$ cat src/include/sdram_defines.svh
`ifndef SDRAM_DEFINES_SVH
`define SDRAM_DEFINES_SVH

// Device geometry.
`define SDRAM_COL_W 9
`define SDRAM_ROW_W 13
`define SDRAM_BANK_W 2

// Timing in controller clock cycles.
`define SDRAM_CAS_LAT 2
`define SDRAM_TRCD 2
`define SDRAM_TRP 2
`define SDRAM_TRFC 7
`define SDRAM_INIT_CYCLES 200
`define SDRAM_REFRESH_CYCLES 780

// One receiver entry per link.
`define SDRAM_CREDITS 1

`endif

$ cat src/rtl/sdram_pkg.sv
`default_nettype none
`include "sdram_defines.svh"

package sdram_pkg;

  typedef logic [31:0] axi_addr_t;
  typedef logic [3:0]  axi_id_t;
  typedef logic [31:0] data_t;
  typedef logic [3:0]  strb_t;

  // Column, row, bank from the low bits up.
  typedef logic [`SDRAM_COL_W+`SDRAM_ROW_W+`SDRAM_BANK_W-1:0] word_addr_t;

  typedef logic [`SDRAM_ROW_W-1:0] sdram_a_t;

  typedef enum logic [3:0] {
    INIT_WAIT,
    INIT_PRECHARGE,
    INIT_REFRESH,
    INIT_MODE,
    IDLE,
    ACTIVATE,
    ACCESS,
    READ_WAIT,
    PRECHARGE_WAIT,
    REFRESH_WAIT
  } ctrl_state_t;

endpackage

`default_nettype wire

$ cat src/rtl/mem_req_if.sv
`timescale 1ns/1ns
`default_nettype none

interface mem_req_if
  import sdram_pkg::*;
();

  logic       valid;
  logic       write;
  word_addr_t addr;
  data_t      wdata;
  strb_t      strb;

  // One-cycle pulse per completed request, rdata valid alongside.
  logic       credit;
  data_t      rdata;

  modport requester (
    output valid, write, addr, wdata, strb,
    input  credit, rdata
  );

  modport server (
    input  valid, write, addr, wdata, strb,
    output credit, rdata
  );

endinterface

`default_nettype wire

$ cat src/rtl/axi_write_port.sv
`timescale 1ns/1ns
`default_nettype none
`include "sdram_defines.svh"

module axi_write_port
  import sdram_pkg::*;
(
  input  wire            clk_i,
  input  wire            rst_n_i,
  input  wire            awvalid_i,
  input  wire axi_addr_t awaddr_i,
  input  wire axi_id_t   awid_i,
  output logic           awready_o,
  input  wire            wvalid_i,
  input  wire data_t     wdata_i,
  input  wire strb_t     wstrb_i,
  output logic           wready_o,
  input  wire            bready_i,
  output logic           bvalid_o,
  output logic [1:0]     bresp_o,
  output axi_id_t        bid_o,
  mem_req_if.requester   req
);

  logic [1:0] credits_q;
  logic       busy_q;
  logic       req_valid_q;
  logic       bvalid_q;
  logic       accept;
  word_addr_t addr_q;
  data_t      wdata_q;
  strb_t      strb_q;
  axi_id_t    id_q;

  // AW and W are taken together, one transaction at a time.
  assign accept    = awvalid_i && wvalid_i && !busy_q && (credits_q != '0);
  assign awready_o = accept;
  assign wready_o  = accept;

  always_ff @(posedge clk_i or negedge rst_n_i) begin
    if (!rst_n_i) begin
      credits_q   <= 2'(`SDRAM_CREDITS);
      busy_q      <= 1'b0;
      req_valid_q <= 1'b0;
      bvalid_q    <= 1'b0;
    end else begin
      req_valid_q <= accept;
      credits_q   <= credits_q + 2'(req.credit) - 2'(req_valid_q);
      if (accept) begin
        busy_q <= 1'b1;
      end else if (bvalid_q && bready_i) begin
        busy_q <= 1'b0;
      end
      if (req.credit) begin
        bvalid_q <= 1'b1;
      end else if (bready_i) begin
        bvalid_q <= 1'b0;
      end
    end
  end

  always_ff @(posedge clk_i) begin
    if (accept) begin
      addr_q  <= awaddr_i[$bits(word_addr_t)+1:2];
      wdata_q <= wdata_i;
      strb_q  <= wstrb_i;
      id_q    <= awid_i;
    end
  end

  assign req.valid = req_valid_q;
  assign req.write = 1'b1;
  assign req.addr  = addr_q;
  assign req.wdata = wdata_q;
  assign req.strb  = strb_q;

  assign bvalid_o = bvalid_q;
  assign bresp_o  = 2'b00;
  assign bid_o    = id_q;

endmodule

`default_nettype wire

$ cat src/flat_wrapper.sv
// flat-port wrapper written by rule: the top's interface ports become plain ports
module axi_write_port_flat import sdram_pkg::*;
  (clk_i, rst_n_i, awvalid_i, awaddr_i, awid_i, awready_o, wvalid_i, wdata_i, wstrb_i, wready_o, bready_i, bvalid_o, bresp_o, bid_o, req_valid, req_write, req_addr, req_wdata, req_strb, req_credit, req_rdata);
  mem_req_if req_i ();
  input  wire clk_i;
  input  wire rst_n_i;
  input  wire awvalid_i;
  input  wire axi_addr_t awaddr_i;
  input  wire axi_id_t awid_i;
  output logic awready_o;
  input  wire wvalid_i;
  input  wire data_t wdata_i;
  input  wire strb_t wstrb_i;
  output logic wready_o;
  input  wire bready_i;
  output logic bvalid_o;
  output logic [1:0] bresp_o;
  output axi_id_t bid_o;
  output wire logic [$bits(req_i.valid)-1:0] req_valid;
  output wire logic [$bits(req_i.write)-1:0] req_write;
  output wire logic [$bits(req_i.addr)-1:0] req_addr;
  output wire logic [$bits(req_i.wdata)-1:0] req_wdata;
  output wire logic [$bits(req_i.strb)-1:0] req_strb;
  input wire logic [$bits(req_i.credit)-1:0] req_credit;
  input wire logic [$bits(req_i.rdata)-1:0] req_rdata;
  assign req_valid = req_i.valid;
  assign req_write = req_i.write;
  assign req_addr = req_i.addr;
  assign req_wdata = req_i.wdata;
  assign req_strb = req_i.strb;
  assign req_i.credit = req_credit;
  assign req_i.rdata = req_rdata;
  axi_write_port u_core (.clk_i(clk_i), .rst_n_i(rst_n_i), .awvalid_i(awvalid_i), .awaddr_i(awaddr_i), .awid_i(awid_i), .awready_o(awready_o), .wvalid_i(wvalid_i), .wdata_i(wdata_i), .wstrb_i(wstrb_i), .wready_o(wready_o), .bready_i(bready_i), .bvalid_o(bvalid_o), .bresp_o(bresp_o), .bid_o(bid_o), .req(req_i));
endmodule
$ cat config.mk
export PLATFORM = sky130hd
export DESIGN_NAME = axi_write_port_flat
export DESIGN_NICKNAME = d
export VERILOG_FILES = /design/src/rtl/sdram_pkg.sv /design/src/rtl/mem_req_if.sv /design/src/rtl/axi_write_port.sv /design/src/flat_wrapper.sv
export VERILOG_INCLUDE_DIRS = /design/src /design/src/include
export SDC_FILE = /design/constraint.sdc
export NUM_CORES = 1
export LEC_CHECK = 0
export BUFFER_PORTS_ARGS = -buffer_cell sky130_fd_sc_hd__buf_2
export CAP_MARGIN = 20
export CORE_MARGIN = 4
export CORE_UTILIZATION = 38
export CTS_BUF_LIST = sky130_fd_sc_hd__clkbuf_16
export CTS_CLUSTER_SIZE = 28
export DETAILED_ROUTE_END_ITERATION = 16
export PLACE_DENSITY = 0.79
export SKIP_CTS_REPAIR_TIMING = 1
export SLEW_MARGIN = 15
export SYNTH_ARGS = -nofsm -noshare
export SYNTH_HDL_FRONTEND = slang
export SYNTH_SLANG_ARGS = --single-unit
$ cat constraint.sdc
create_clock -name clk_i -period 24.3 [get_ports clk_i]
set_input_delay 4.86 -clock clk_i [delete_from_list [all_inputs] [get_ports clk_i]]
set_output_delay 4.86 -clock clk_i [all_outputs]
set_load 0.05 [all_outputs]
* Yosys cells after proc, flatten, opt, wreduce, memory -nomap -nowiden
Index checks and enable logic that the tools add are counted.
** Cells by class
- Add/sub/neg operators :: 2
- Multiplexer cells :: 4
- Reduce and logical (&&, ||, !) cells :: 8
** Operators by type and width (count)
- 2-bit nonzero test :: 3
- 1-bit logical AND :: 4
- 1-bit two-way mux :: 4
- 2-bit by 1-bit adder with 2-bit output :: 1
- 2-bit by 1-bit subtractor with 2-bit output :: 1
- 1-bit zero test :: 1
** Word-level totals
- Register bits after elaboration :: 69

* Logic depth before layout (Yosys ltp)
Gate-level depths: netlist (run 1).
- Depth in word-level cells :: 4
- Gate-level depth with buffers :: 6
- Depth with buffers taken out :: 6

* Worst setup path before layout (run 1)
No wires, ideal clock.
- Path type :: in2out
- From :: input awvalid_i
- To :: output wready_o
- Arrival time :: 11.154 ns
- Data required time :: 19.440 ns
- Slack :: 8.286 ns
- Stages on the path :: 3
- Buffers on the path :: 1
- Cells stage by stage :: nand2_1 nor3_1 buf_4
** On the way
- Longest elaborated chain between the ends :: 3
** Ends and longest elaborated chain
- start, declared :: RTL line flat_wrapper.sv:7 : input wire awvalid_i;
- 1-bit logical AND (3 in series) :: RTL line axi_write_port.sv:36 : assign accept = awvalid_i && wvalid_i && !busy_q && (credits_q != '0);
- end, declared :: RTL line flat_wrapper.sv:14 : output logic wready_o;
Every way passes these cells.

* Worst setup path after layout (run 1)
- From :: input awvalid_i
- To :: output awready_o
** On the way
- Longest elaborated chain between the ends :: 3
** Ends and longest elaborated chain
- 1-bit logical AND (3 in series) :: RTL line axi_write_port.sv:36
- end, declared :: RTL line flat_wrapper.sv:10 : output logic awready_o;
Every way passes these cells.

==> metrics.log, run 1 <==
INFO  metric antenna_found_initial = 0
INFO  metric cts_max_path_buffers = 2
INFO  metric hold_path_class = reg2reg
INFO  metric core_region_area = 5540 sq um
INFO  metric max_clock_freq = ~96 MHz
INFO  metric final_hpwl_from_detailed_placement = 3627 um
INFO  metric grt_usage = approximately 14%
INFO  metric dieHeight = approximately 84 um
INFO  metric cts_max_level = 3
INFO  metric detailroute.via_count = 1,336
INFO  metric worst_slew_pin_slew = 0.7603 ns
INFO  metric floorplan.die.width = 83.78 um
INFO  metric drt_pass1_iterations = 4
INFO  metric top_usage_layer = met2
INFO  metric synth.yosys.warnings = 0
INFO  metric maxCapViolCount = 0
INFO  metric dpl_worst_slack = 13.88 ns
INFO  metric power_leakage = about 0.0014 uW
INFO  metric effective_utilization_at_floorplan = 39.39%
INFO  metric critical_path.slowest_cell = sky130_fd_sc_hd__buf_2
INFO  metric critical_path.top_delay_family = buffers and inverters
INFO  metric gr-usage-met3 = 9.576%
INFO  metric area_leader_netlist = sky130_fd_sc_hd__edfxtp_1
INFO  metric grt_setup_unrepaired = false
INFO  metric cp_arrival = roughly 5.6 ns
INFO  metric critPathLaunchType = primary input
INFO  metric port_buffers = 137
INFO  metric netlist_instances = 88
INFO  metric timing_worst_setup_path_type = in2out
INFO  metric grt.met1_usage = between 10% and 20%
INFO  metric detailedRoute.firstIterationViolations = between 60 and 70
INFO  metric grt_first_pass_wirelength = 7189 um
INFO  metric gp_congestion = 0.7222
INFO  metric antennaDiodeCount = 0
INFO  metric drive_gt1_share = about two thirds
INFO  metric num_rows = 27
INFO  metric grt_start_max_net_pins = 65
INFO  metric die_area = 7019 sq um
INFO  metric postRouteWirelength = 4629 um
INFO  metric timing.critical_path.buf_inv = 2
INFO  metric max_transition_margin = 49.31%
INFO  metric seq_area_frac_synth = 93.86%
INFO  metric final-max-slew-violation-count = 0
INFO  metric n_fill_cell = 439
INFO  metric report.final.setup_viol = 0
INFO  metric cellPowerDensity = 111.9 nW/um^2
INFO  metric netlist_top_cells_area = sky130_fd_sc_hd__edfxtp_1 (88%), sky130_fd_sc_hd__dfrtp_1 (4.6%), sky130_fd_sc_hd__buf_4 (1.4%), sky130_fd_sc_hd__dfstp_2 (1.2%), sky130_fd_sc_hd__ha_1 (1.1%)
INFO  metric antenna_violating_nets_post_route = 0
INFO  metric worst_slack = roughly 14 ns
INFO  metric cts.sink_count = 69
INFO  metric timing.setup.tns = 0 ns
INFO  metric routed_wire_length_per_instance = 14.88 um
INFO  metric worst_ir_drop_vdd = a little under 0.00008 V
INFO  metric cts_made_buffers = 9
INFO  metric tritoncts = built
INFO  metric crit_chain = buf_2 -> nand2_1 -> nor3_2 -> buf_2
INFO  metric via_count_of_the_first_global_routing_pass = around 1.4k
INFO  metric synth_top_cell_area_share = roughly 90%
INFO  metric postSynthAreaPerCell = 24.80 sq um
INFO  metric worst_setup_path_end_kind = primary output
INFO  metric timing.critical_path.required = 19.44 ns
INFO  metric final_net_count = 346
INFO  metric areaGrowthSynthToFinish = 49.43%
INFO  metric drc = 0
INFO  metric synth_cell_types = 14
INFO  metric layout_worst_path_cycle_share = 42.88%
INFO  metric timing_hold_violations_final = 0
INFO  metric finalClockSkew = 0.004582 ns
INFO  metric drt-vias-per-instance = 4.296
INFO  metric run_status = complete, no violations
INFO  metric final_critical_delay_including_setup_and_external_delays = approximately 10 ns
INFO  metric cts.root.buffer_cell = sky130_fd_sc_hd__clkbuf_16
INFO  metric met2_global_route_usage = 21.69%
INFO  metric synth-seq-cells = 69
INFO  metric grt_overflow = 0
INFO  metric area_of_the_mapped_netlist = 2182 sq um
INFO  metric clock_insertion_delay_worst_skew = 0.32 ns
INFO  metric library_cell_appearing_most_often_on_the_critical_path = sky130_fd_sc_hd__buf_2
INFO  metric crit_path_max_fanout = 4
INFO  metric critical_path.max_stage_delay = 0.32 ns
INFO  metric ioPinCount = 181
INFO  metric clk_transition_reported_paths = 0.05 ns
Yosys cell counts, drive strengths merged:
cell / instances
a21bo: 1
a21o: 1
buf: 4
conb: 2
dfrtp: 4
dfstp: 1
edfxtp: 64
ha: 2
inv: 3
nand2: 1
nor2: 1
nor3: 1
o31ai: 1
xnor2: 2
per-stage QoR:
stage | hold slack, ns | util, % | total power, uW | std cells | cell area, sq um
global placement | 0.4927 | 53.14 | 233.4 | 295 | 2944
floorplan | 0.4580 | - | 218.0 | 89 | 2186
finish | 0.5132 | 58.85 | 365.0 | 311 | 3261
CTS | 0.5096 | 58.85 | 370.1 | 311 | 3261
detailed placement | 0.4992 | 53.14 | 234.8 | 295 | 2944
global route | 0.5463 | 58.85 | 381.4 | 311 | 3261
worst reg2reg max path, delay by kind of cell, from the launching register on:
| family | cells | cell delay (ns) |
|---|---|---|
| simple gates | 2 | 0.33 |
| flops | 1 | 0.53 |
| buf+inv | 1 | 0.66 |
final cells by class:
class	instances	area [sq um]	area share, %
clock inverter	7	91.34	2.801
tap	72	90.09	2.763
inverter	3	11.26	0.3454
timing repair buffer	138	693.2	21.26
sequential	69	2048	62.82
clock buffer	9	225.2	6.907
multi-input combinational	13	101.3	3.108
where the power goes:
part / internal [uW] / switching (uW)
combinational: 16.6 / 60.6
clock: 89.4 / 44.1
sequential: 150 / 4.53
logic make-up after synthesis:
family,after synthesis,share of synthesized area (%)
xor gates and xnor gates,2,0.8029
AOI/OAI and AO/OA,3,1.376
other,2,0.3442
DFF,69,93.86
buffers and inverters,7,1.892
and+or+nand+nor,3,0.5728
adders and majority gates,2,1.147
per-layer routing:
metal  wire (um)  vias to the layer above
met5           0                        -
li1            -                      623
met1        1569                      621
met2        2343                       90
met3         699                        2
met4          17                        0
placed cells by master (no fill, tap or decap):
master | netlist | final
sky130_fd_sc_hd__clkinv_4 | 0 | 1
sky130_fd_sc_hd__ha_1 | 2 | 2
sky130_fd_sc_hd__clkbuf_16 | 0 | 9
sky130_fd_sc_hd__bufinv_16 | 0 | 2
sky130_fd_sc_hd__conb_1 | 2 | 3
sky130_fd_sc_hd__inv_1 | 3 | 4
sky130_fd_sc_hd__a21o_1 | 1 | 1
sky130_fd_sc_hd__clkinv_2 | 0 | 2
sky130_fd_sc_hd__nor2_1 | 1 | 1
sky130_fd_sc_hd__o31ai_2 | 1 | 1
sky130_fd_sc_hd__nor3_2 | 0 | 1
sky130_fd_sc_hd__dfrtp_1 | 4 | 4
sky130_fd_sc_hd__xnor2_1 | 2 | 2
sky130_fd_sc_hd__buf_2 | 0 | 137
sky130_fd_sc_hd__a21bo_2 | 1 | 1
sky130_fd_sc_hd__edfxtp_1 | 64 | 64
sky130_fd_sc_hd__inv_6 | 0 | 1
sky130_fd_sc_hd__nand2_1 | 1 | 1
sky130_fd_sc_hd__dfstp_2 | 1 | 1
sky130_fd_sc_hd__buf_4 | 4 | 1
final timing paths:
check	startpoint	endpoint	slack [ns]	depth (start not counted)
worst max-delay path	awvalid_i	awready_o	13.88	4
worst min-delay path	u_core.busy_q	u_core.busy_q	0.51	1
worst max register to register	u_core.credits_q[0]	u_core.req.wdata[28]	22.37	3
worst min register to register	u_core.busy_q	u_core.busy_q	0.51	1
max in group asynchronous	rst_n_i	u_core.credits_q[0]	19.74	1
min in group asynchronous	rst_n_i	u_core.bvalid_o	4.35	1
registers in the layout, summed over array words and instances, names as in the netlist:
register	flops
u_core.bid_o	4
u_core.busy_q	1
u_core.bvalid_o	1
u_core.credits_q	2
u_core.req.addr	24
u_core.req.strb	4
u_core.req.valid	1
u_core.req.wdata	32
No activity file was read; power rests on OpenSTA's default activity.
==> run 2, diff against run 1 <==
--- a/config.mk
+++ b/config.mk
@@ -9,11 +9,11 @@
 export BUFFER_PORTS_ARGS = -buffer_cell sky130_fd_sc_hd__buf_2
 export CAP_MARGIN = 20
 export CORE_MARGIN = 4
-export CORE_UTILIZATION = 38
+export CORE_UTILIZATION = 34
 export CTS_BUF_LIST = sky130_fd_sc_hd__clkbuf_16
 export CTS_CLUSTER_SIZE = 28
 export DETAILED_ROUTE_END_ITERATION = 16
-export PLACE_DENSITY = 0.79
+export PLACE_DENSITY = 0.75
 export SKIP_CTS_REPAIR_TIMING = 1
 export SLEW_MARGIN = 15
 export SYNTH_ARGS = -nofsm -noshare
==> constraint.sdc (replaced) <==
create_clock -name clk_i -period 9.5 [get_ports clk_i]
set_input_delay 1.9 -clock clk_i [delete_from_list [all_inputs] [get_ports clk_i]]
set_output_delay 1.9 -clock clk_i [all_outputs]
set_load 0.05 [all_outputs]
==> metrics.log, run 2 (same netlist as run 1, synthesis figures left out) <==
INFO  metric final-max-slew-violation-count = 0 (unchanged)
INFO  metric fin_util = 54.07% (-4.8 points)
INFO  metric critical_path.top_delay_family = buffers and inverters
INFO  metric layout_worst_path_cycle_share = 51.32%
INFO  metric cts_max_level = 3 (unchanged)
INFO  metric hold_path_class = reg2reg
INFO  metric num_rows = 28 (+3.7%)
INFO  metric core_region_area = 6061 sq um (+9.4%)
INFO  metric port_buffers = 137 (unchanged)
INFO  metric grt_first_pass_wirelength = 7044 um (-2.0%)
INFO  metric internal_power = 654.5 uW (+160%)
INFO  metric maxCapViolCount = 0 (unchanged)
INFO  metric clock_power_share = 36.6% (about the same)
INFO  metric antenna_found_initial = 0 (unchanged)
INFO  metric whs = 0.5154 ns (+0.002169 ns)
INFO  metric floorplan.die.width = 88.11 um (+5.2%)
INFO  metric p_seq_share = 41.9% (-0.4 points)
INFO  metric effective_utilization_at_floorplan = 36.00% (-3.4 points)
INFO  metric final_critical_delay_including_setup_and_external_delays = 4.876 ns
INFO  metric drc = 0 (unchanged)
INFO  metric final_hpwl_from_detailed_placement = 3692 um (+1.8%)
INFO  metric hold_path.startpoint = u_core.bvalid_o
INFO  metric mostFrequentLayoutCell = sky130_fd_sc_hd__buf_2
INFO  metric critPathLaunchType = primary input
INFO  metric crit_path_max_fanout = 33 (+29)
INFO  metric drt-vias-per-instance = 4.279 (-0.38%)
INFO  metric routed_wire_length_per_instance = 14.98 um (+0.65%)
INFO  metric dpl_worst_slack = 4.605 ns (-9.276 ns)
INFO  metric postRouteWirelength = 4719 um (+1.9%)
INFO  metric grt_start_max_net_pins = 35 (-46%)
INFO  metric detailedRoute.firstIterationViolations = 40 (-34%)
INFO  metric grt_usage = 12.62% (-1.1 points)
INFO  metric drive_gt1_share = 65.83% (+0.14 points)
INFO  metric detailroute.via_count = 1,348 (+0.90%)
INFO  metric final_net_count = 347 (+0.29%)
INFO  metric power.share.combinational = 21.5% (+0.3 points)
INFO  metric timing.setup.tns = 0 ns (unchanged)
INFO  metric swShare = 30.40% (+0.46 points)
INFO  metric max_clock_freq = 205.1 MHz
INFO  metric cts.root.buffer_cell = sky130_fd_sc_hd__clkbuf_16
INFO  metric cp_arrival = 2.98 ns (-2.58 ns)
INFO  metric gp_congestion = 0.7158 (-0.89%)
INFO  metric critical_path.slowest_cell = sky130_fd_sc_hd__buf_4
INFO  metric drt_pass1_iterations = 4 (unchanged)
INFO  metric die_area = 7763 sq um (+11%)
INFO  metric areaGrowthSynthToFinish = 50.17%
INFO  metric clk_transition_reported_paths = 0.06 ns (about the same)
INFO  metric layout_common_cells = sky130_fd_sc_hd__buf_2 (137), sky130_fd_sc_hd__edfxtp_1 (64), sky130_fd_sc_hd__clkbuf_16 (9), sky130_fd_sc_hd__dfrtp_1 (4)
INFO  metric grt_overflow = 0 (unchanged)
INFO  metric critical_path.reg2reg.startpoint = u_core.credits_q[0]
INFO  metric report.final.setup_viol = 0 (unchanged)
INFO  metric worst_ir_drop_vdd = 0.0001405 V (+79%)
INFO  metric worstRegToRegCells = 3 (unchanged)
INFO  metric finalClockSkew = 0.005839 ns (+0.001256 ns)
INFO  metric hold-path-cell-count = 1 (unchanged)
INFO  metric clock_insertion_delay_worst_skew = 0.32 ns (about the same)
INFO  metric crit_path_start = awvalid_i
INFO  metric cts_max_path_buffers = 2 (unchanged)
INFO  metric via_count_of_the_first_global_routing_pass = 1,445 (+2.1%)
INFO  metric timing_hold_violations_final = 0 (unchanged)
INFO  metric dieHeight = 88.11 um (+5.2%)
INFO  metric worst_slack = 4.624 ns (-9.255 ns)
INFO  metric worst_setup_path_end_kind = primary output
INFO  metric cellPowerDensity = 287.0 nW/um^2 (+160%)
INFO  metric regToRegEndpoint = u_core.req.wdata[18]
INFO  metric run_status = complete, no violations
INFO  metric r2r_slack = 7.97 ns (-14.40 ns)
INFO  metric timing.critical_path.buf_inv = 3 (+1)
INFO  metric largest_register_ffs = 32 (unchanged)
INFO  metric critical_path.max_stage_delay = 0.39 ns (+0.07 ns)
INFO  metric timing_worst_setup_path_type = in2out
INFO  metric antenna_violating_nets_post_route = 0 (unchanged)
INFO  metric crit_chain = buf_2 -> nand2_1 -> nor3_4 -> buf_4 -> buf_2
INFO  metric library_cell_appearing_most_often_on_the_critical_path = sky130_fd_sc_hd__buf_2
INFO  metric antennaDiodeCount = 0 (unchanged)
INFO  metric power.net_switching = 285.9 uW (+160%)
INFO  metric ioPinCount = 181 (unchanged)
INFO  metric tritoncts = built
INFO  metric power_leakage = 0.001419 uW (-0.24%)
INFO  metric grt_setup_unrepaired = false
INFO  metric timing.hold.worst_endpoint = u_core.bvalid_o
INFO  metric cts_made_buffers = 9 (unchanged)
INFO  metric cts.sink_count = 69 (unchanged)
INFO  metric timing.critical_path.required = 7.60 ns (-11.84 ns)
-- run 2: stage by stage --
| stage | cell area (sq um) | total power, uW | cells |
|---|---|---|---|
| 2_1_floorplan | 2191 | 554.5 | 89 |
| 3_3_place_gp | 2962 | 600.1 | 299 |
| 3_5_place_dp | 2962 | 606.0 | 299 |
| 4_1_cts | 3277 | 954.2 | 315 |
| 5_1_grt | 3277 | 977.3 | 315 |
| 6_report | 3277 | 940.5 | 315 |
-- run 2: power by group through the flow --
stage               Clock (uW)  Combinational, uW  Sequential [uW]
floorplan                    0               44.2              510
global placement             0                201              399
detailed placement           0                205              401
CTS                        354                205              395
global route               367                212              399
finish                     344                202              395
-- run 2: cell type report --
| cell class | count | area, sq um |
|---|---|---|
| Fill cell | 510 | 2784 |
| Sequential cell | 69 | 2048 |
| Timing Repair Buffer | 139 | 700.7 |
| Clock buffer | 9 | 225.2 |
| Multi-Input combinational cell | 13 | 107.6 |
| Tap cell | 75 | 93.84 |
| Clock inverter | 7 | 90.09 |
| Inverter | 3 | 11.26 |
-- run 2: how the worst max path moves through the flow --
stage                      to  slack [ns]  cells past startpoint
floorplan            wready_o        1.99                      3
global placement     wready_o        4.64                      5
detailed placement   wready_o        4.60                      5
CTS                 awready_o        4.60                      5
global route        awready_o        4.52                      5
finish              awready_o        4.62                      5
-- run 2: worst register-to-register path: stages (launching register included) --
cell	delay (ns)
sky130_fd_sc_hd__dfstp_2	0.52
sky130_fd_sc_hd__nor2_1	0.08
sky130_fd_sc_hd__nor3_4	0.17
sky130_fd_sc_hd__buf_4	0.39
-- run 2: routing by layer --
metal  track usage [%]  share of wire [%]  vias to the layer above  wire [um]
met5                 0                  0                        -          0
met4             7.830                2.1                        0        101
met3             7.150                 14                        9        664
met2             19.32                 48                       98       2267
met1             13.54                 36                      612       1685
li1                  -                  -                      629          -
==> run 3, diff against run 2 <==
==> constraint.sdc (replaced) <==
create_clock -name clk_i -period 4.2 [get_ports clk_i]
set_input_delay 0.84 -clock clk_i [delete_from_list [all_inputs] [get_ports clk_i]]
set_output_delay 0.84 -clock clk_i [all_outputs]
set_load 0.05 [all_outputs]
==> metrics.log, run 3 (same netlist as run 1, synthesis figures left out) <==
INFO  metric antenna_violating_nets_post_route = 0 (unchanged)
INFO  metric power.share.combinational = 21.5% (about the same)
INFO  metric power_leakage = 0.001419 uW (unchanged)
INFO  metric power.net_switching = 644.2 uW (+130%)
INFO  metric final_net_count = 347 (unchanged)
INFO  metric clock_power_share = 36.5% (about the same)
INFO  metric cts_max_path_buffers = 2 (unchanged)
INFO  metric floorplan.die.width = 88.11 um (unchanged)
INFO  metric cts.sink_count = 69 (unchanged)
INFO  metric cts_max_level = 3 (unchanged)
INFO  metric routed_wire_length_per_instance = 14.92 um (-0.40%)
INFO  metric cp_arrival = 1.90 ns (-1.08 ns)
INFO  metric grt_setup_unrepaired = false
INFO  metric final_hpwl_from_detailed_placement = 3670 um (-0.59%)
INFO  metric final-max-slew-violation-count = 0 (unchanged)
INFO  metric design_power_total = 2125 uW (+130%)
INFO  metric tritoncts = built
INFO  metric core_region_area = 6061 sq um (unchanged)
INFO  metric final_cell_count_no_fill = 315 (unchanged)
INFO  metric drive_gt1_share = 65.83% (unchanged)
INFO  metric grt_first_pass_wirelength = 6900 um (-2.0%)
INFO  metric ioPinCount = 181 (unchanged)
INFO  metric max_clock_freq = about 360 MHz
INFO  metric timing.critical_path.required = 3.36 ns (-4.24 ns)
INFO  metric antennaDiodeCount = 0 (unchanged)
INFO  metric clk_transition_reported_paths = 0.05 ns (about the same)
INFO  metric layout_common_cells = sky130_fd_sc_hd__buf_2 (137), sky130_fd_sc_hd__edfxtp_1 (64), sky130_fd_sc_hd__clkbuf_16 (9), sky130_fd_sc_hd__dfrtp_1 (4)
INFO  metric clock_insertion_delay_worst_skew = 0.31 ns (about the same)
INFO  metric postRouteWirelength = 4700 um (-0.40%)
INFO  metric drt_pass1_iterations = 4 (unchanged)
INFO  metric place_area = 2962 sq um (unchanged)
INFO  metric timing_hold_violations_final = 0 (unchanged)
INFO  metric layout_worst_path_cycle_share = between 60% and 70%
INFO  metric areaGrowthSynthToFinish = 50.17% (unchanged)
INFO  metric timing_worst_setup_path_type = in2out
INFO  metric detailroute.via_count = 1,341 (-0.52%)
INFO  metric whs = 0.3290 ns (-0.1864 ns)
INFO  metric p_seq_share = 42.0% (about the same)
INFO  metric swShare = 30.31% (-0.088 points)
INFO  metric crit_path_max_fanout = 36 (+9.1%)
INFO  metric grt_overflow = 0 (unchanged)
INFO  metric finalClockSkew = 0.005460 ns (-0.0003790 ns)
INFO  metric n_fill_cell = 493 (-3.3%)
INFO  metric internal_power = 1481 uW (+130%)
INFO  metric worst_ir_drop_vdd = 0.0003731 V (+170%)
INFO  metric drc = 0 (unchanged)
INFO  metric cellPowerDensity = 648.6 nW/um^2 (+130%)
INFO  metric detailedRoute.firstIterationViolations = 25 (-38%)
INFO  metric grt_usage = 12.40% (-0.22 points)
INFO  metric run_status = complete, no violations
INFO  metric timing.setup.tns = 0 ns (unchanged)
INFO  metric regArea = 2048 sq um (unchanged)
INFO  metric cts_made_buffers = 9 (unchanged)
INFO  metric antenna_found_initial = 1 (+1)
INFO  metric multi_input_gate_area = 107.6 sq um (unchanged)
INFO  metric dieHeight = 88.11 um (unchanged)
INFO  metric gp_congestion = 0.7044 (-1.6%)
INFO  metric num_rows = 28 (unchanged)
INFO  metric critPathLaunchType = primary input
INFO  metric placed_cells = 299 (unchanged)
INFO  metric final_design_area_no_fill = 3277 sq um (unchanged)
INFO  metric hold_path_class = in2async
INFO  metric die_area = 7763 sq um (unchanged)
INFO  metric grt_start_max_net_pins = 37 (+5.7%)
INFO  metric via_count_of_the_first_global_routing_pass = 1,439 (-0.42%)
INFO  metric report.final.setup_viol = 0 (unchanged)
INFO  metric maxCapViolCount = 0 (unchanged)
INFO  metric worst_setup_path_end_kind = primary output
INFO  metric final_critical_delay_including_setup_and_external_delays = 2.742 ns
INFO  metric port_buffers = 137 (unchanged)
INFO  metric effective_utilization_at_floorplan = 36.00% (unchanged)
INFO  metric drt-vias-per-instance = 4.257 (-0.52%)
INFO  metric mostFrequentLayoutCell = sky130_fd_sc_hd__buf_2
INFO  metric cts.root.buffer_cell = sky130_fd_sc_hd__clkbuf_16
INFO  metric largest_register_ffs = 32 (unchanged)
[run 3: path summary, 6_finish.rpt]
path,depth (start not counted),slack [ns],endpoint,start
min,1,0.33,u_core.busy_q,rst_n_i
max,5,1.46,wready_o,wvalid_i
max reg2reg,3,2.66,u_core.req.wdata[22],u_core.credits_q[0]
max in group asynchronous,1,3.66,u_core.credits_q[0],rst_n_i
min in group clk_i,1,0.52,u_core.bvalid_o,u_core.bvalid_o
min reg2reg,1,0.52,u_core.bvalid_o,u_core.bvalid_o
[run 3: stage by stage]
step	utilization (%)	worst slack, ns
floorplan	-	0.08028
global placement	48.86	1.461
detailed placement	48.86	1.443
CTS	54.07	1.443
global route	54.07	1.364
finish	54.07	1.458
[run 3: layer usage]
metal	vias up	GRT usage, %	part of all wire [%]
met3	6	7.620	15
met4	2	5.769	0.74
met2	87	20.96	52
met1	618	11.99	32
met5	-	0	0.15
li1	628	-	-
[run 3: area by class of cell]
| type | count | area share [%] |
|---|---|---|
| inverter | 3 | 0.3436 |
| multi-input combinational | 13 | 3.284 |
| tap | 75 | 2.864 |
| clock buffer | 9 | 6.873 |
| clock inverter | 7 | 2.749 |
| timing repair buffer | 139 | 21.38 |
| sequential | 69 | 62.50 |
[run 3: critical path, cell delays in order]
cell                      delay, ns
sky130_fd_sc_hd__buf_2         0.08
sky130_fd_sc_hd__nand2_1       0.09
sky130_fd_sc_hd__nor3_4        0.13
sky130_fd_sc_hd__buf_4         0.40
sky130_fd_sc_hd__buf_2         0.35
[run 3: power groups by stage]
stage / clock [uW] / sequential [uW] / combinational (uW)
floorplan: 0 / 1150 / 103
detailed placement: 0 / 907 / 462
finish: 776 / 892 / 457
CTS: 798 / 894 / 464
global placement: 0 / 902 / 455
global route: 835 / 901 / 485
