$ cat config.mk
export PLATFORM = sky130hd
export DESIGN_NAME = sdram_ctrl_flat
export DESIGN_NICKNAME = d
export VERILOG_FILES = /design/src/rtl/sdram_pkg.sv /design/src/rtl/mem_req_if.sv /design/src/rtl/sdram_ctrl.sv /design/src/flat_wrapper.sv
export VERILOG_INCLUDE_DIRS = /design/src /design/src/include
export SDC_FILE = /design/constraint.sdc
export NUM_CORES = 1
export LEC_CHECK = 0
export BUFFER_PORTS_ARGS = -buffer_cell sky130_fd_sc_hd__buf_4
export CAP_MARGIN = 5
export CORE_MARGIN = 4
export CORE_UTILIZATION = 45
export CTS_BUF_LIST = sky130_fd_sc_hd__clkbuf_8 sky130_fd_sc_hd__clkbuf_16
export CTS_CLUSTER_DIAMETER = 60
export DETAILED_ROUTE_END_ITERATION = 12
export PLACE_DENSITY = 0.76
export RECOVER_POWER = 50
export SKIP_CTS_REPAIR_TIMING = 1
export SLEW_MARGIN = 0
export SYNTH_ARGS = -nofsm -noshare
export SYNTH_HDL_FRONTEND = slang
export SYNTH_SLANG_ARGS = --single-unit
$ cat constraint.sdc
create_clock -name clk_i -period 4.9 [get_ports clk_i]
set_clock_uncertainty 0.1 [all_clocks]
set_input_delay 0.245 -clock clk_i [delete_from_list [all_inputs] [get_ports clk_i]]
set_output_delay 0.245 -clock clk_i [all_outputs]
set_load 0.02 [all_outputs]
$ cat src/include/sdram_defines.svh
`ifndef SDRAM_DEFINES_SVH
`define SDRAM_DEFINES_SVH

// Device geometry.
`define SDRAM_COL_W 9
`define SDRAM_ROW_W 13
`define SDRAM_BANK_W 2

// Timing in controller clock cycles.
`define SDRAM_CAS_LAT 2
`define SDRAM_TRCD 2
`define SDRAM_TRP 2
`define SDRAM_TRFC 7
`define SDRAM_INIT_CYCLES 200
`define SDRAM_REFRESH_CYCLES 780

// One receiver entry per link.
`define SDRAM_CREDITS 1

`endif

$ cat src/rtl/sdram_pkg.sv
`default_nettype none
`include "sdram_defines.svh"

package sdram_pkg;

  typedef logic [31:0] axi_addr_t;
  typedef logic [3:0]  axi_id_t;
  typedef logic [31:0] data_t;
  typedef logic [3:0]  strb_t;

  // Column, row, bank from the low bits up.
  typedef logic [`SDRAM_COL_W+`SDRAM_ROW_W+`SDRAM_BANK_W-1:0] word_addr_t;

  typedef logic [`SDRAM_ROW_W-1:0] sdram_a_t;

  typedef enum logic [3:0] {
    INIT_WAIT,
    INIT_PRECHARGE,
    INIT_REFRESH,
    INIT_MODE,
    IDLE,
    ACTIVATE,
    ACCESS,
    READ_WAIT,
    PRECHARGE_WAIT,
    REFRESH_WAIT
  } ctrl_state_t;

endpackage

`default_nettype wire

$ cat src/rtl/mem_req_if.sv
`timescale 1ns/1ns
`default_nettype none

interface mem_req_if
  import sdram_pkg::*;
();

  logic       valid;
  logic       write;
  word_addr_t addr;
  data_t      wdata;
  strb_t      strb;

  // One-cycle pulse per completed request, rdata valid alongside.
  logic       credit;
  data_t      rdata;

  modport requester (
    output valid, write, addr, wdata, strb,
    input  credit, rdata
  );

  modport server (
    input  valid, write, addr, wdata, strb,
    output credit, rdata
  );

endinterface

`default_nettype wire

$ cat src/rtl/sdram_ctrl.sv
`timescale 1ns/1ns
`default_nettype none
`include "sdram_defines.svh"

module sdram_ctrl
  import sdram_pkg::*;
(
  input  wire                      clk_i,
  input  wire                      rst_n_i,
  mem_req_if.server                req,
  output logic                     sdram_clk_o,
  output logic                     sdram_cke_o,
  output logic                     sdram_cs_o,
  output logic                     sdram_ras_o,
  output logic                     sdram_cas_o,
  output logic                     sdram_we_o,
  output sdram_a_t                 sdram_a_o,
  output logic [`SDRAM_BANK_W-1:0] sdram_ba_o,
  output logic [1:0]               sdram_dqm_o,
  output logic [15:0]              sdram_dout_o,
  output logic [15:0]              sdram_updout_o,
  output logic                     sdram_dout_en_o,
  input  wire [15:0]               sdram_din_i,
  input  wire [15:0]               sdram_updin_i
);

  localparam int DLY_W = $clog2(`SDRAM_INIT_CYCLES);
  localparam int REF_W = $clog2(`SDRAM_REFRESH_CYCLES);

  // Encoded as cs, ras, cas, we.
  localparam logic [3:0] CMD_DESEL     = 4'b1111;
  localparam logic [3:0] CMD_ACTIVE    = 4'b0011;
  localparam logic [3:0] CMD_READ      = 4'b0101;
  localparam logic [3:0] CMD_WRITE     = 4'b0100;
  localparam logic [3:0] CMD_PRECHARGE = 4'b0010;
  localparam logic [3:0] CMD_REFRESH   = 4'b0001;
  localparam logic [3:0] CMD_MODE      = 4'b0000;

  // Burst length 1, sequential.
  localparam sdram_a_t MODE_VALUE = sdram_a_t'(`SDRAM_CAS_LAT << 4);
  localparam sdram_a_t A10        = sdram_a_t'(11'h400);

  ctrl_state_t             state_q;
  logic [DLY_W-1:0]        dly_q;
  logic [REF_W-1:0]        ref_cnt_q;
  logic                    ref_pend_q;
  logic                    init_ref_q;
  logic                    pend_q;
  logic                    credit_q;
  logic                    dout_en_q;
  logic [3:0]              cmd_q;
  sdram_a_t                a_q;
  logic [`SDRAM_BANK_W-1:0] ba_q;
  logic                    entry_write_q;
  word_addr_t              entry_addr_q;
  data_t                   entry_wdata_q;
  strb_t                   entry_strb_q;
  data_t                   rdata_q;
  logic [`SDRAM_COL_W-1:0] col;
  sdram_a_t                row;
  logic [`SDRAM_BANK_W-1:0] bank;
  logic                    dly_done;

  assign col      = entry_addr_q[`SDRAM_COL_W-1:0];
  assign row      = entry_addr_q[`SDRAM_COL_W +: `SDRAM_ROW_W];
  assign bank     = entry_addr_q[`SDRAM_COL_W+`SDRAM_ROW_W +: `SDRAM_BANK_W];
  assign dly_done = (dly_q == '0);

  // ######################################
  // Command sequencer
  // ######################################

  always_ff @(posedge clk_i or negedge rst_n_i) begin
    if (!rst_n_i) begin
      state_q    <= INIT_WAIT;
      dly_q      <= DLY_W'(`SDRAM_INIT_CYCLES - 1);
      ref_cnt_q  <= REF_W'(`SDRAM_REFRESH_CYCLES - 1);
      ref_pend_q <= 1'b0;
      init_ref_q <= 1'b0;
      pend_q     <= 1'b0;
      credit_q   <= 1'b0;
      dout_en_q  <= 1'b0;
      cmd_q      <= CMD_DESEL;
      a_q        <= '0;
      ba_q       <= '0;
    end else begin
      cmd_q     <= CMD_DESEL;
      dout_en_q <= 1'b0;
      credit_q  <= 1'b0;
      if (!dly_done) begin
        dly_q <= dly_q - 1'b1;
      end
      if (req.valid) begin
        pend_q <= 1'b1;
      end

      case (state_q)
        INIT_WAIT: begin
          if (dly_done) begin
            cmd_q   <= CMD_PRECHARGE;
            a_q     <= A10;
            dly_q   <= DLY_W'(`SDRAM_TRP - 1);
            state_q <= INIT_PRECHARGE;
          end
        end
        INIT_PRECHARGE: begin
          if (dly_done) begin
            cmd_q   <= CMD_REFRESH;
            dly_q   <= DLY_W'(`SDRAM_TRFC - 1);
            state_q <= INIT_REFRESH;
          end
        end
        INIT_REFRESH: begin
          // Two refreshes before the mode register.
          if (dly_done && !init_ref_q) begin
            cmd_q      <= CMD_REFRESH;
            dly_q      <= DLY_W'(`SDRAM_TRFC - 1);
            init_ref_q <= 1'b1;
          end else if (dly_done) begin
            cmd_q   <= CMD_MODE;
            a_q     <= MODE_VALUE;
            ba_q    <= '0;
            dly_q   <= DLY_W'(`SDRAM_TRP - 1);
            state_q <= INIT_MODE;
          end
        end
        INIT_MODE: begin
          if (dly_done) begin
            state_q <= IDLE;
          end
        end
        IDLE: begin
          if (ref_pend_q) begin
            cmd_q      <= CMD_REFRESH;
            ref_pend_q <= 1'b0;
            dly_q      <= DLY_W'(`SDRAM_TRFC - 1);
            state_q    <= REFRESH_WAIT;
          end else if (pend_q) begin
            pend_q  <= 1'b0;
            cmd_q   <= CMD_ACTIVE;
            a_q     <= row;
            ba_q    <= bank;
            dly_q   <= DLY_W'(`SDRAM_TRCD - 1);
            state_q <= ACTIVATE;
          end
        end
        ACTIVATE: begin
          if (dly_done) begin
            cmd_q     <= entry_write_q ? CMD_WRITE : CMD_READ;
            a_q       <= sdram_a_t'(col) | A10;
            dout_en_q <= entry_write_q;
            state_q   <= ACCESS;
          end
        end
        ACCESS: begin
          if (entry_write_q) begin
            dly_q   <= DLY_W'(`SDRAM_TRP - 1);
            state_q <= PRECHARGE_WAIT;
          end else begin
            dly_q   <= DLY_W'(`SDRAM_CAS_LAT - 1);
            state_q <= READ_WAIT;
          end
        end
        READ_WAIT: begin
          if (dly_done) begin
            dly_q   <= DLY_W'(`SDRAM_TRP - 1);
            state_q <= PRECHARGE_WAIT;
          end
        end
        PRECHARGE_WAIT: begin
          if (dly_done) begin
            credit_q <= 1'b1;
            state_q  <= IDLE;
          end
        end
        REFRESH_WAIT: begin
          if (dly_done) begin
            state_q <= IDLE;
          end
        end
        default: begin
          state_q <= INIT_WAIT;
        end
      endcase

      // Refresh interval timer.
      if (ref_cnt_q == '0) begin
        ref_cnt_q  <= REF_W'(`SDRAM_REFRESH_CYCLES - 1);
        ref_pend_q <= 1'b1;
      end else begin
        ref_cnt_q <= ref_cnt_q - 1'b1;
      end
    end
  end

  always_ff @(posedge clk_i) begin
    if (req.valid) begin
      entry_write_q <= req.write;
      entry_addr_q  <= req.addr;
      entry_wdata_q <= req.wdata;
      entry_strb_q  <= req.strb;
    end
    if (state_q == READ_WAIT && dly_done) begin
      rdata_q <= {sdram_updin_i, sdram_din_i};
    end
  end

  // ######################################
  // Pins
  // ######################################

  // Inverted so the device samples mid-cycle.
  assign sdram_clk_o = ~clk_i;
  assign sdram_cke_o = 1'b1;
  assign {sdram_cs_o, sdram_ras_o, sdram_cas_o, sdram_we_o} = cmd_q;
  assign sdram_a_o   = a_q;
  assign sdram_ba_o  = ba_q;

  // dqm[k] covers byte k of both halves.
  assign sdram_dqm_o = entry_write_q ? ~(entry_strb_q[1:0] | entry_strb_q[3:2]) : 2'b00;

  assign sdram_dout_o    = entry_wdata_q[15:0];
  assign sdram_updout_o  = entry_wdata_q[31:16];
  assign sdram_dout_en_o = dout_en_q;

  assign req.credit = credit_q;
  assign req.rdata  = rdata_q;

endmodule

`default_nettype wire

$ cat src/flat_wrapper.sv
// flat-port wrapper written by rule: the top's interface ports become plain ports
module sdram_ctrl_flat import sdram_pkg::*;
  (clk_i, rst_n_i, sdram_clk_o, sdram_cke_o, sdram_cs_o, sdram_ras_o, sdram_cas_o, sdram_we_o, sdram_a_o, sdram_ba_o, sdram_dqm_o, sdram_dout_o, sdram_updout_o, sdram_dout_en_o, sdram_din_i, sdram_updin_i, req_valid, req_write, req_addr, req_wdata, req_strb, req_credit, req_rdata);
  mem_req_if req_i ();
  input  wire clk_i;
  input  wire rst_n_i;
  output logic sdram_clk_o;
  output logic sdram_cke_o;
  output logic sdram_cs_o;
  output logic sdram_ras_o;
  output logic sdram_cas_o;
  output logic sdram_we_o;
  output sdram_a_t sdram_a_o;
  output logic [`SDRAM_BANK_W-1:0] sdram_ba_o;
  output logic [1:0] sdram_dqm_o;
  output logic [15:0] sdram_dout_o;
  output logic [15:0] sdram_updout_o;
  output logic sdram_dout_en_o;
  input  wire [15:0] sdram_din_i;
  input  wire [15:0] sdram_updin_i;
  input wire logic [$bits(req_i.valid)-1:0] req_valid;
  input wire logic [$bits(req_i.write)-1:0] req_write;
  input wire logic [$bits(req_i.addr)-1:0] req_addr;
  input wire logic [$bits(req_i.wdata)-1:0] req_wdata;
  input wire logic [$bits(req_i.strb)-1:0] req_strb;
  output wire logic [$bits(req_i.credit)-1:0] req_credit;
  output wire logic [$bits(req_i.rdata)-1:0] req_rdata;
  assign req_i.valid = req_valid;
  assign req_i.write = req_write;
  assign req_i.addr = req_addr;
  assign req_i.wdata = req_wdata;
  assign req_i.strb = req_strb;
  assign req_credit = req_i.credit;
  assign req_rdata = req_i.rdata;
  sdram_ctrl u_core (.clk_i(clk_i), .rst_n_i(rst_n_i), .req(req_i), .sdram_clk_o(sdram_clk_o), .sdram_cke_o(sdram_cke_o), .sdram_cs_o(sdram_cs_o), .sdram_ras_o(sdram_ras_o), .sdram_cas_o(sdram_cas_o), .sdram_we_o(sdram_we_o), .sdram_a_o(sdram_a_o), .sdram_ba_o(sdram_ba_o), .sdram_dqm_o(sdram_dqm_o), .sdram_dout_o(sdram_dout_o), .sdram_updout_o(sdram_updout_o), .sdram_dout_en_o(sdram_dout_en_o), .sdram_din_i(sdram_din_i), .sdram_updin_i(sdram_updin_i));
endmodule
# After elaboration in Yosys (flattened, before gate mapping)
# Index checks and enable logic that the tools add are counted.
# classes
addsub	2
eq_ne	19
muxes	51
bitwise_logic	3
n_reduce_logical	15
# ops
cell	n
$mux W13	6
$mux W4	17
$pmux W13 S4	1
$mux W8	6
$pmux W8 S5	1
$pmux W4 S8	1
$pmux W4 S5	1
$eq A4 B3 Y1 const B	4
$ne A2 B1 Y1 const B	7
$mux W1	11
$logic_not A10 Y1	1
$mux W10	1
$mux W2	5
$sub A10 B1 Y10 const B	1
$eq A4 B2 Y1 const B	2
$eq A4 B4 Y1 const B	2
$logic_not A8 Y1	1
$reduce_and A8 Y1	1
$sub A8 B1 Y8 const B	1
$reduce_and A7 Y1	1
$reduce_and A5 Y1	1
$eq A4 B1 Y1 const B	1
$logic_not A4 Y1	1
$ne A2 B2 Y1 const B	2
other kinds (12)	14
# word_totals
register_bits	139
inputBits	96
output_inout_bits	89
elab_cells	106

# Longest topological paths before layout
# Gate-level depths: netlist of run 1.
# depth
depth_word	5
mapped_depth	11
ltp_nobuf	11

==> key figures, run 1 <==
Status
  • Status: finished with violations
  • Failing checks: capacitance limit, slew limit

Power and ir drop
  • Leakage: 0.00353 uW
  • Pwr per Cell Area: 483 nW/um^2
  • Design Power: 4050 uW
  • Worst IR Drop VDD: 0.309 mV

Floorplanning
  • Initial core utilization: 46.6%
  • Die Width: 117 um
  • Core area: 11600 um^2
  • IO Count: 185
  • Die height: 117 um
  • Die area: 13800 um^2
  • Cell Rows: 39

Drt
  • Post-DRT Antenna Nets: 0
  • Vias per cell: 5.53
  • Routed via count: 4400
  • Routed length per placed instance: 22.9 um
  • Detailed Route Iter0 Violations: 432
  • Final WL: 18200 um
  • DRC violations left: 0
  • Initial DRT Pass Iterations: 5

Clock tree
  • H-tree depth: 4
  • CTS max path bufs: 2
  • CTS tree: done
  • Skew-Pair Late Insertion Delay: 0.42 ns
  • Root Driver: clkbuf_16
  • TritonCTS Buffers: 17
  • Clk pin slew, worst setup/hold paths: 0.06 ns

Global route
  • Total grt overflow: 0
  • Vias in the first global route: 3909
  • GRT Util Overall: 19.4%
  • First-pass GRT wire length: 20800 um
  • Largest net degree at the start of global routing: 63
  • Initial antenna violation count: 1

Critical path
  • CP Data Arrival Time: 3.06 ns
  • Startpoint Class: clock port
  • R2R cell count: 7
  • RR Endpoint: u_core.sdram_a_o[1]
  • Worst Path Class, Setup: clk2out
  • Crit path cell chain: clkbuf_16, clkbuf_16, inv_1, buf_4
  • CP max-delay cell: clkbuf_16
  • CP Capture Type: output pin
  • Crit-path most repeated cell: clkbuf_16
  • CP top delay family: buffers and inverters
  • Buf/Inv on CP: 4
  • CP Max Fanout: 16
  • Setup crit start: clk_i
  • WP data required: 4.55 ns
  • Highest cell delay on the worst timing path: 0.20 ns
  • R2R Path Start: u_core.dly_q[0]
  • FF-to-FF setup slack: 2.18 ns

Timing
  • RSZ-0062 raised after global routing: false
  • Setup ws final: 1.50 ns
  • Hold Fails Final Rpt: 0
  • Slew margin rel.: -134%
  • Setup TNS Final: 0 ns
  • Slew @ Worst Pin: 3.51 ns
  • Setup violators final: 0
  • Slew Viols, Final: 110

Final layout
  • Layout Area Growth over Synthesis: 55.7%
  • Share of cells above drive strength 1: 36.8%
  • Design Area, Final: 8390 um^2
  • Final Non-Filler Cells: 796
  • Total Nets Final: 741
  • FILL cells: 628

Synthesis
  • Area leader, netlist: edfxtp_1
  • Mapped Area: 5390 um^2
  • Synth Net Count: 459
  • Yosys warnings: 0
  • Most common cell in the netlist: edfxtp_1
  • Syn avg cell area: 15.0 um^2
  • Synth cell types: 60
  • Post-synthesis sequential area ratio: 73.6%
  • Post-synth EDFFs: 93
  • Synth top cells by count: edfxtp_1, dfrtp_1, nor2_1, a21oi_1, nand2_1
  • Largest cells by area after synthesis: edfxtp_1, dfrtp_1, dfstp_2
  • Ys flop type: edfxtp_1
  • Top cell type's share of synthesized area: 51.9%
  • Synthesis-stage register bit count: 139
  • Fraction of registers with async set/reset: 33.1%
  • Synthesized instance count: 359

Placement
  • Final Wtd Congestion: 0.843
  • Pre-CTS setup slack: 1.95 ns
  • # port buffers: 183
  • Detailed Place HPWL: 9450 um
  • Placed Instances: 671
  • Placed cell area: 6890 um^2

Hold path
  • Worst Hold Endpoint: u_core.ref_cnt_q[0]
  • Hold Path Class: reg2reg
  • Worst hold path stage count: 1
  • HP Start: u_core.ref_cnt_q[0]

Flow run
  • Total of max-cap violations: 2
## layer usage
layer / up-vias / wire length, um / part of all wire (%) / global-route usage [%]
li1: 1908 / - / - / -
met1: 2168 / 6830 / 37 / 21.3
met2: 279 / 9160 / 50 / 32.7
met3: 45 / 1650 / 9.1 / 9.00
met4: 0 / 580 / 3.2 / 8.06
met5: - / 0 / 0 / 0
## power by group
part           internal, uW  switching (uW)
Combinational           519             605
Clock                   792             509
Sequential             1430             196
## cell families after synthesis
group	after synthesis	share of synthesized area, %
other	1	0.0696
flip-flops	139	73.6
multiplexers	12	2.86
AND/OR/NAND/NOR	94	9.97
AO/OA/AOI/OAI	71	8.85
adder cells (fa/ha/maj)	4	0.929
XOR/XNOR	8	1.30
buffers and inverters	30	2.46
## sequential cells by signal (all words and copies together), names as in the netlist, 2 cells and up
| signal | count |
|---|---|
| u_core.entry_wdata_q | 32 |
| u_core.req.rdata | 32 |
| u_core.entry_addr_q | 24 |
| u_core.sdram_a_o | 13 |
| u_core.ref_cnt_q | 10 |
| u_core.dly_q | 8 |
| u_core.cmd_q | 4 |
| u_core.entry_strb_q | 4 |
| u_core.state_q | 4 |
| u_core.sdram_ba_o | 2 |
## worst max-delay path by stage
stage	depth (start not counted)	slack, ns	to
4_1_cts	4	1.53	sdram_clk_o
2_1_floorplan	6	1.32	u_core.req.rdata[0]
3_3_place_gp	2	1.95	sdram_clk_o
5_1_grt	4	1.48	sdram_clk_o
3_5_place_dp	2	1.95	sdram_clk_o
6_report	4	1.50	sdram_clk_o
## layout by cell type (no fill, tap or decap), types with 15 or more instances in the layout
cell type,synthesis,final
clkbuf_4,0,93
nor2_1,23,23
clkbuf_16,0,17
inv_1,13,16
dlygate4sd3_1,0,94
nand2_1,15,15
buf_4,1,90
dfrtp_1,32,32
edfxtp_1,93,93
a21oi_1,21,21
## final cells by class
type                            count  area, um^2  share of cell area (%)
Antenna cell                        1        2.50                  0.0298
Clock buffer                       18         433                    5.16
Clock inverter                     14         140                    1.67
Inverter                           13        48.8                   0.582
Multi-Input combinational cell    190        1310                    15.6
Sequential cell                   139        3960                    47.2
Tap cell                          143         179                    2.13
Timing Repair Buffer              278        2310                    27.6
## metrics by stage
stage / hold WS, ns / utilization [%]
after floorplan: -0.151 / -
after global placement: 0.182 / 59.6
after detailed placement: 0.190 / 59.6
after CTS: -0.253 / 64.4
after global routing: 0.414 / 72.5
final: 0.385 / 72.5
Power figures use the tool's default switching activity.
==> run 2: changes to the inputs <==
--- a/config.mk
+++ b/config.mk
@@ -6,14 +6,15 @@
 export SDC_FILE = /design/constraint.sdc
 export NUM_CORES = 1
 export LEC_CHECK = 0
+export ABC_AREA = 1
 export BUFFER_PORTS_ARGS = -buffer_cell sky130_fd_sc_hd__buf_4
 export CAP_MARGIN = 5
 export CORE_MARGIN = 4
-export CORE_UTILIZATION = 45
+export CORE_UTILIZATION = 50
 export CTS_BUF_LIST = sky130_fd_sc_hd__clkbuf_8 sky130_fd_sc_hd__clkbuf_16
 export CTS_CLUSTER_DIAMETER = 60
 export DETAILED_ROUTE_END_ITERATION = 12
-export PLACE_DENSITY = 0.76
+export PLACE_DENSITY = 0.8
 export RECOVER_POWER = 50
 export SKIP_CTS_REPAIR_TIMING = 1
 export SLEW_MARGIN = 0
==> constraint.sdc (replaced) <==
create_clock -name clk_i -period 3.2 [get_ports clk_i]
set_clock_uncertainty 0.1 [all_clocks]
set_input_delay 0.16 -clock clk_i [delete_from_list [all_inputs] [get_ports clk_i]]
set_output_delay 0.16 -clock clk_i [all_outputs]
set_load 0.02 [all_outputs]
==> run 2 against run 1 <==
The run still ends with capacitance limit, slew limit left. Via count increased by 7.7%. Global-route usage grew 2.7 points. Total power is 61% higher. Wire length up 8.1%. Setup slack got worse by 0.85 ns. Area after synthesis up 0.60%. Final cell count rose by 7.3%. Combinational power increased by 88%.
==> key figures, run 2 <==
Status
  • Status: finished with violations (unchanged)
  • Failing checks: capacitance limit, slew limit (unchanged)

Flow run
  • Total of max-cap violations: 1 (was 2)

Synthesis
  • Syn avg cell area: 13.1 um^2 (was 15.0 um^2)
  • Synth cell types: 37 (was 60)
  • Synthesis-stage register bit count: 139 (unchanged)
  • Yosys warnings: 0 (unchanged)
  • Area leader, netlist: edfxtp_1 (unchanged)
  • Mapped Area: 5420 um^2 (was 5390 um^2)
  • Post-synth EDFFs: 93 (unchanged)
  • Ys flop type: edfxtp_1 (unchanged)
  • Post-synthesis sequential area ratio: 73.1% (was 73.6%)
  • Synth Net Count: 515 (was 459)
  • Largest cells by area after synthesis: edfxtp_1, dfrtp_1, dfstp_2 (unchanged)
  • Synthesized instance count: 415 (was 359)
  • Fraction of registers with async set/reset: 33.1% (unchanged)
  • Most common cell in the netlist: edfxtp_1 (unchanged)
  • Top cell type's share of synthesized area: 51.5% (was 51.9%)
  • Synth top cells by count: edfxtp_1, nand2_1, nor2_1, inv_1, dfrtp_1 (was edfxtp_1, dfrtp_1, nor2_1, a21oi_1, nand2_1)

Placement
  • Detailed Place HPWL: 9520 um (was 9450 um)
  • Final Wtd Congestion: 0.924 (was 0.843)
  • # port buffers: 183 (unchanged)
  • Pre-CTS setup slack: 0.876 ns (was 1.95 ns)

Global route
  • Total grt overflow: 0 (unchanged)
  • First-pass GRT wire length: 21300 um (was 20800 um)
  • Vias in the first global route: 4280 (was 3909)
  • GRT Util Overall: 22.2% (was 19.4%)
  • Initial antenna violation count: 0 (was 1)
  • Largest net degree at the start of global routing: 63 (unchanged)

Timing
  • Slew Viols, Final: 63 (was 110)
  • RSZ-0062 raised after global routing: false (unchanged)
  • Slew margin rel.: -5.85% (was -134%)
  • Setup violators final: 0 (unchanged)
  • Hold_ws: 0.0712 ns (was 0.385 ns)
  • Setup TNS Final: 0 ns (unchanged)
  • Hold Fails Final Rpt: 0 (unchanged)
  • Slew @ Worst Pin: 1.59 ns (was 3.51 ns)
  • Setup ws final: 0.650 ns (was 1.50 ns)

Final layout
  • Area of the multi-input gates: 1240 um^2 (was 1310 um^2)
  • Share of cells above drive strength 1: 36.1% (was 36.8%)
  • Most frequent cells in the layout: dlygate4sd3_1, clkbuf_4, edfxtp_1, buf_4, nand2_1 (was dlygate4sd3_1, clkbuf_4, edfxtp_1, buf_4, dfrtp_1)
  • Total Nets Final: 805 (was 741)
  • Ant diodes: 0 (was 1)
  • Layout Area Growth over Synthesis: 55.3% (was 55.7%)
  • Most common cell after layout, fill and taps aside: dlygate4sd3_1 (unchanged)
  • FILL cells: 463 (was 628)
  • FF/Latch Area: 3960 um^2 (unchanged)

Floorplanning
  • Die height: 112 um (was 117 um)
  • Die area: 12600 um^2 (was 13800 um^2)
  • IO Count: 185 (unchanged)
  • Die Width: 112 um (was 117 um)
  • Initial core utilization: 52.0% (was 46.6%)
  • Cell Rows: 37 (was 39)
  • Core area: 10400 um^2 (was 11600 um^2)

Drt
  • Initial DRT Pass Iterations: 7 (was 5)
  • DRC violations left: 0 (unchanged)
  • Final WL: 19700 um (was 18200 um)
  • Vias per cell: 5.55 (was 5.53)
  • Post-DRT Antenna Nets: 0 (unchanged)
  • Detailed Route Iter0 Violations: 563 (was 432)
  • Routed length per placed instance: 23.1 um (was 22.9 um)
  • Routed via count: 4737 (was 4400)

Clock tree
  • Root Driver: clkbuf_8 (was clkbuf_16)
  • H-tree depth: 4 (unchanged)
  • CTS max path bufs: 2 (unchanged)
  • Clk pin slew, worst setup/hold paths: 0.07 ns (was 0.06 ns)
  • CTS tree: done (unchanged)
  • Skew-Pair Late Insertion Delay: 0.54 ns (was 0.42 ns)
  • TritonCTS Buffers: 17 (unchanged)

Hold path
  • Hold Path Class: in2async (was reg2reg)

Critical path
  • WP data required: 2.94 ns (was 4.55 ns)
  • CP Data Arrival Time: 2.29 ns (was 3.06 ns)
  • CP Max Fanout: 16 (unchanged)
  • Startpoint Class: clock port (unchanged)
  • Worst Path Class, Setup: clk2out (unchanged)
  • CP Capture Type: output pin (unchanged)

Power and ir drop
  • Design Power: 6500 uW (was 4050 uW)
  • Leakage: 0.00381 uW (was 0.00353 uW)
  • Worst IR Drop VDD: 0.501 mV (was 0.309 mV)
  • Pwr per Cell Area: 773 nW/um^2 (was 483 nW/um^2)
## run 2: changes by cell type after synthesis, sizes merged, moves of 16 or more
| cell | delta |
|---|---|
| nand2 | +75 |
| a21oi | -16 |
| nor2 | +22 |
| nand3 | +19 |
| inv | +26 |
## run 2: cells by family after synthesis
logic type	share of synthesized area, %
fa+ha+maj	0.924
other cells	0.0692
compound gates	3.93
buf+inv	4.09
flops	73.1
simple gates	16.3
xor+xnor	1.62
## run 2: power breakdown
group          internal, uW  switching (uW)
clock network          1190             835
registers              2190             179
logic                   724            1380
total                  4110            2390
## run 2: worst paths after layout
check	start	to	slack (ns)	depth (start not counted)
max in group asynchronous	rst_n_i	u_core.sdram_a_o[11]	2.53	2
min in group clk_i	req_wdata[22]	u_core.entry_wdata_q[22]	0.25	2
hold / removal	rst_n_i	u_core.ref_cnt_q[2]	0.07	2
setup / recovery	clk_i	sdram_clk_o	0.65	4
hold reg to reg	u_core.entry_addr_q[18]	u_core.sdram_a_o[9]	0.40	2
setup reg to reg	u_core.dly_q[0]	u_core.sdram_a_o[8]	0.70	11
## run 2: metal layers
metal	vias to the layer above	GRT usage (%)	part of all wire (%)
li1	2000	-	-
met1	2284	22.6	36
met2	377	39.5	51
met3	76	10.9	9.6
met4	0	7.53	4.0
met5	-	0	0
## run 2: cell type report
| cell class | count | share of cell area (%) |
|---|---|---|
| Multi-Input combinational cell | 228 | 14.7 |
| Clock buffer | 18 | 5.01 |
| Sequential cell | 139 | 47.1 |
| Tap cell | 136 | 2.02 |
| Inverter | 40 | 1.83 |
| Timing Repair Buffer | 277 | 27.5 |
| Clock inverter | 16 | 1.87 |
## run 2: critical path, stage by stage
cell	delay [ns]
clkbuf_8	0.24
clkbuf_16	0.22
inv_1	0.07
buf_4	0.15
## run 2: metrics by stage
step	std cells	instance area, um^2	util, %
5_1_grt	854	8410	80.8
4_1_cts	760	7480	71.8
3_3_place_gp	728	6910	66.3
2_1_floorplan	415	5420	-
3_5_place_dp	728	6910	66.3
6_report	854	8410	80.8
==> run 3: changes to the inputs <==
==> constraint.sdc (replaced) <==
create_clock -name clk_i -period 2.4 [get_ports clk_i]
set_clock_uncertainty 0.1 [all_clocks]
set_input_delay 0.12 -clock clk_i [delete_from_list [all_inputs] [get_ports clk_i]]
set_output_delay 0.12 -clock clk_i [all_outputs]
set_load 0.02 [all_outputs]
==> run 3 against run 2 <==
The flow still finishes with violations (capacitance limit, slew limit). Final cell count is 0.12% higher. Register-to-register slack worse by 0.64 ns. Sequential power is 35% higher. Total power is 34% higher. Via count is 0.44% higher.
==> key figures, run 3 (synthesis results as in run 2) <==
Critical path
  • Buf/Inv on CP: 2 (was 4)
  • CP Data Arrival Time: 2.65 ns (was 2.29 ns)
  • R2R cell count: 11 (unchanged)
  • Highest cell delay on the worst timing path: 0.38 ns (was 0.24 ns)
  • Startpoint Class: flop (was clock port)
  • CP max-delay cell: dfstp_2 (was clkbuf_8)
  • Worst Path Class, Setup: reg2reg (was clk2out)
  • FF-to-FF setup slack: 0.06 ns (was 0.70 ns)
  • Crit path cell chain: inv_1, ha_1, nand3_1, inv_1, nand2_2, nand2_4, nand2_2, nor2_4, nand2_4, nand2_1, nand2_1 (was clkbuf_8, clkbuf_16, inv_1, buf_4)
  • CP top delay family: simple AND/OR/NAND/NOR gates (was buffers and inverters)
  • CP Capture Type: flop (was output pin)
  • WP data required: 2.71 ns (was 2.94 ns)
  • CP Max Fanout: 13 (was 16)
  • Stages on worst setup path: 11 (was 4)

Drt
  • Initial DRT Pass Iterations: 5 (was 7)
  • Post-DRT Antenna Nets: 0 (unchanged)
  • DRC violations left: 0 (unchanged)
  • Vias per cell: 5.56 (was 5.55)
  • Detailed Route Iter0 Violations: 502 (was 563)
  • Routed via count: 4758 (was 4737)
  • Final WL: 20000 um (was 19700 um)
  • Routed length per placed instance: 23.4 um (was 23.1 um)

Placement
  • Pre-CTS setup slack: 0.154 ns (was 0.876 ns)
  • Detailed Place HPWL: 9670 um (was 9520 um)
  • # port buffers: 183 (unchanged)
  • Placed Instances: 729 (was 728)
  • Final Wtd Congestion: 0.884 (was 0.924)

Global route
  • Initial antenna violation count: 0 (unchanged)
  • Total grt overflow: 0 (unchanged)
  • First-pass GRT wire length: 20800 um (was 21300 um)
  • Vias in the first global route: 4072 (was 4280)
  • Largest net degree at the start of global routing: 63 (unchanged)
  • GRT Util Overall: 21.8% (was 22.2%)

Timing
  • Slew @ Worst Pin: 1.53 ns (was 1.59 ns)
  • Setup ws final: 0.0594 ns (was 0.650 ns)
  • Slew margin rel.: -1.81% (was -5.85%)
  • Slew Viols, Final: 63 (unchanged)
  • Fmax: 427 MHz
  • Hold_ws: 0.204 ns (was 0.0712 ns)
  • Setup violators final: 0 (unchanged)
  • Setup TNS Final: 0 ns (unchanged)
  • Fin crit share: 97.5%
  • Post-layout minimum cycle time: 2.34 ns
  • Hold Fails Final Rpt: 0 (unchanged)

Status
  • Failing checks: capacitance limit, slew limit (unchanged)
  • Status: finished with violations (unchanged)

Floorplanning
  • Initial core utilization: 52.0% (unchanged)
  • Die area: 12600 um^2 (unchanged)
  • Core area: 10400 um^2 (unchanged)
  • IO Count: 185 (unchanged)
  • Die height: 112 um (unchanged)
  • Cell Rows: 37 (unchanged)
  • Die Width: 112 um (unchanged)

Final layout
  • Most frequent cells in the layout: dlygate4sd3_1, clkbuf_4, edfxtp_1, buf_4, nand2_1 (unchanged)
  • Most common cell after layout, fill and taps aside: dlygate4sd3_1 (unchanged)
  • Total Nets Final: 806 (was 805)
  • Ant diodes: 0 (unchanged)
  • Final Non-Filler Cells: 855 (was 854)
  • Share of cells above drive strength 1: 36.9% (was 36.1%)
  • Layout Area Growth over Synthesis: 56.1% (was 55.3%)

Hold path
  • Hold Path Class: in2reg (was in2async)
  • Worst hold path stage count: 2

Power and ir drop
  • Design Power: 8720 uW (was 6500 uW)
  • Pwr per Cell Area: 1030 nW/um^2 (was 773 nW/um^2)
  • Leakage: 0.00383 uW (was 0.00381 uW)
  • Worst IR Drop VDD: 0.802 mV (was 0.501 mV)

Clock tree
  • CTS max path bufs: 2 (unchanged)
  • Skew-Pair Late Insertion Delay: 0.55 ns (was 0.54 ns)
  • Clk pin slew, worst setup/hold paths: 0.07 ns (about the same)
  • CTS tree: done (unchanged)
  • H-tree depth: 4 (unchanged)
  • TritonCTS Buffers: 17 (unchanged)
  • Root Driver: clkbuf_8 (unchanged)

Flow run
  • Total of max-cap violations: 1 (unchanged)
## run 3: cell types whose count changed in the layout (fill, tap and decap cells not counted), moves of 2 or more
cell / before / now
bufinv_16: 3 / 0
clkinv_1: 4 / 0
inv_4: 1 / 3
clkinv_2: 5 / 1
clkinv_4: 0 / 5
clkbuf_16: 16 / 19
## run 3: layout make-up
cell class | instances | area (um^2)
fillers | 482 | 1960
multi-input cells | 228 | 1240
clock buffers | 21 | 497
clock inverters | 13 | 101
flip-flops and latches | 139 | 3960
inverters | 40 | 154
well taps | 136 | 170
repair buffers | 278 | 2330
## run 3: through the flow
step	utilization [%]	cell area, um^2
2_1_floorplan	-	5430
3_3_place_gp	66.6	6930
3_5_place_dp	66.6	6930
4_1_cts	72.2	7520
5_1_grt	81.2	8460
6_report	81.2	8460
## run 3: layer usage
metal,vias to the layer above,GRT usage [%],part of all wire (%)
li1,1996,-,-
met5,-,0,0
met1,2233,23.2,33
met4,0,8.57,6.1
met3,119,9.54,11
met2,410,38.1,50
## run 3: final timing paths
kind / start / to
worst max-delay path: u_core.dly_q[0] / u_core.sdram_a_o[2]
worst min register to register: u_core.ref_cnt_q[0] / u_core.ref_cnt_q[0]
worst min-delay path: req_wdata[25] / u_core.entry_wdata_q[25]
min in group asynchronous: rst_n_i / u_core.dly_q[5]
max in group asynchronous: rst_n_i / u_core.sdram_dout_en_o
worst max register to register: u_core.dly_q[0] / u_core.sdram_a_o[2]
## run 3: power by group
part | leakage [uW] | total (uW) | internal [uW] | switching, uW
Sequential | 0.00144 | 3190 | 2920 | 266
Combinational | 0.00209 | 2790 | 971 | 1820
Clock | 0.000306 | 2740 | 1510 | 1230
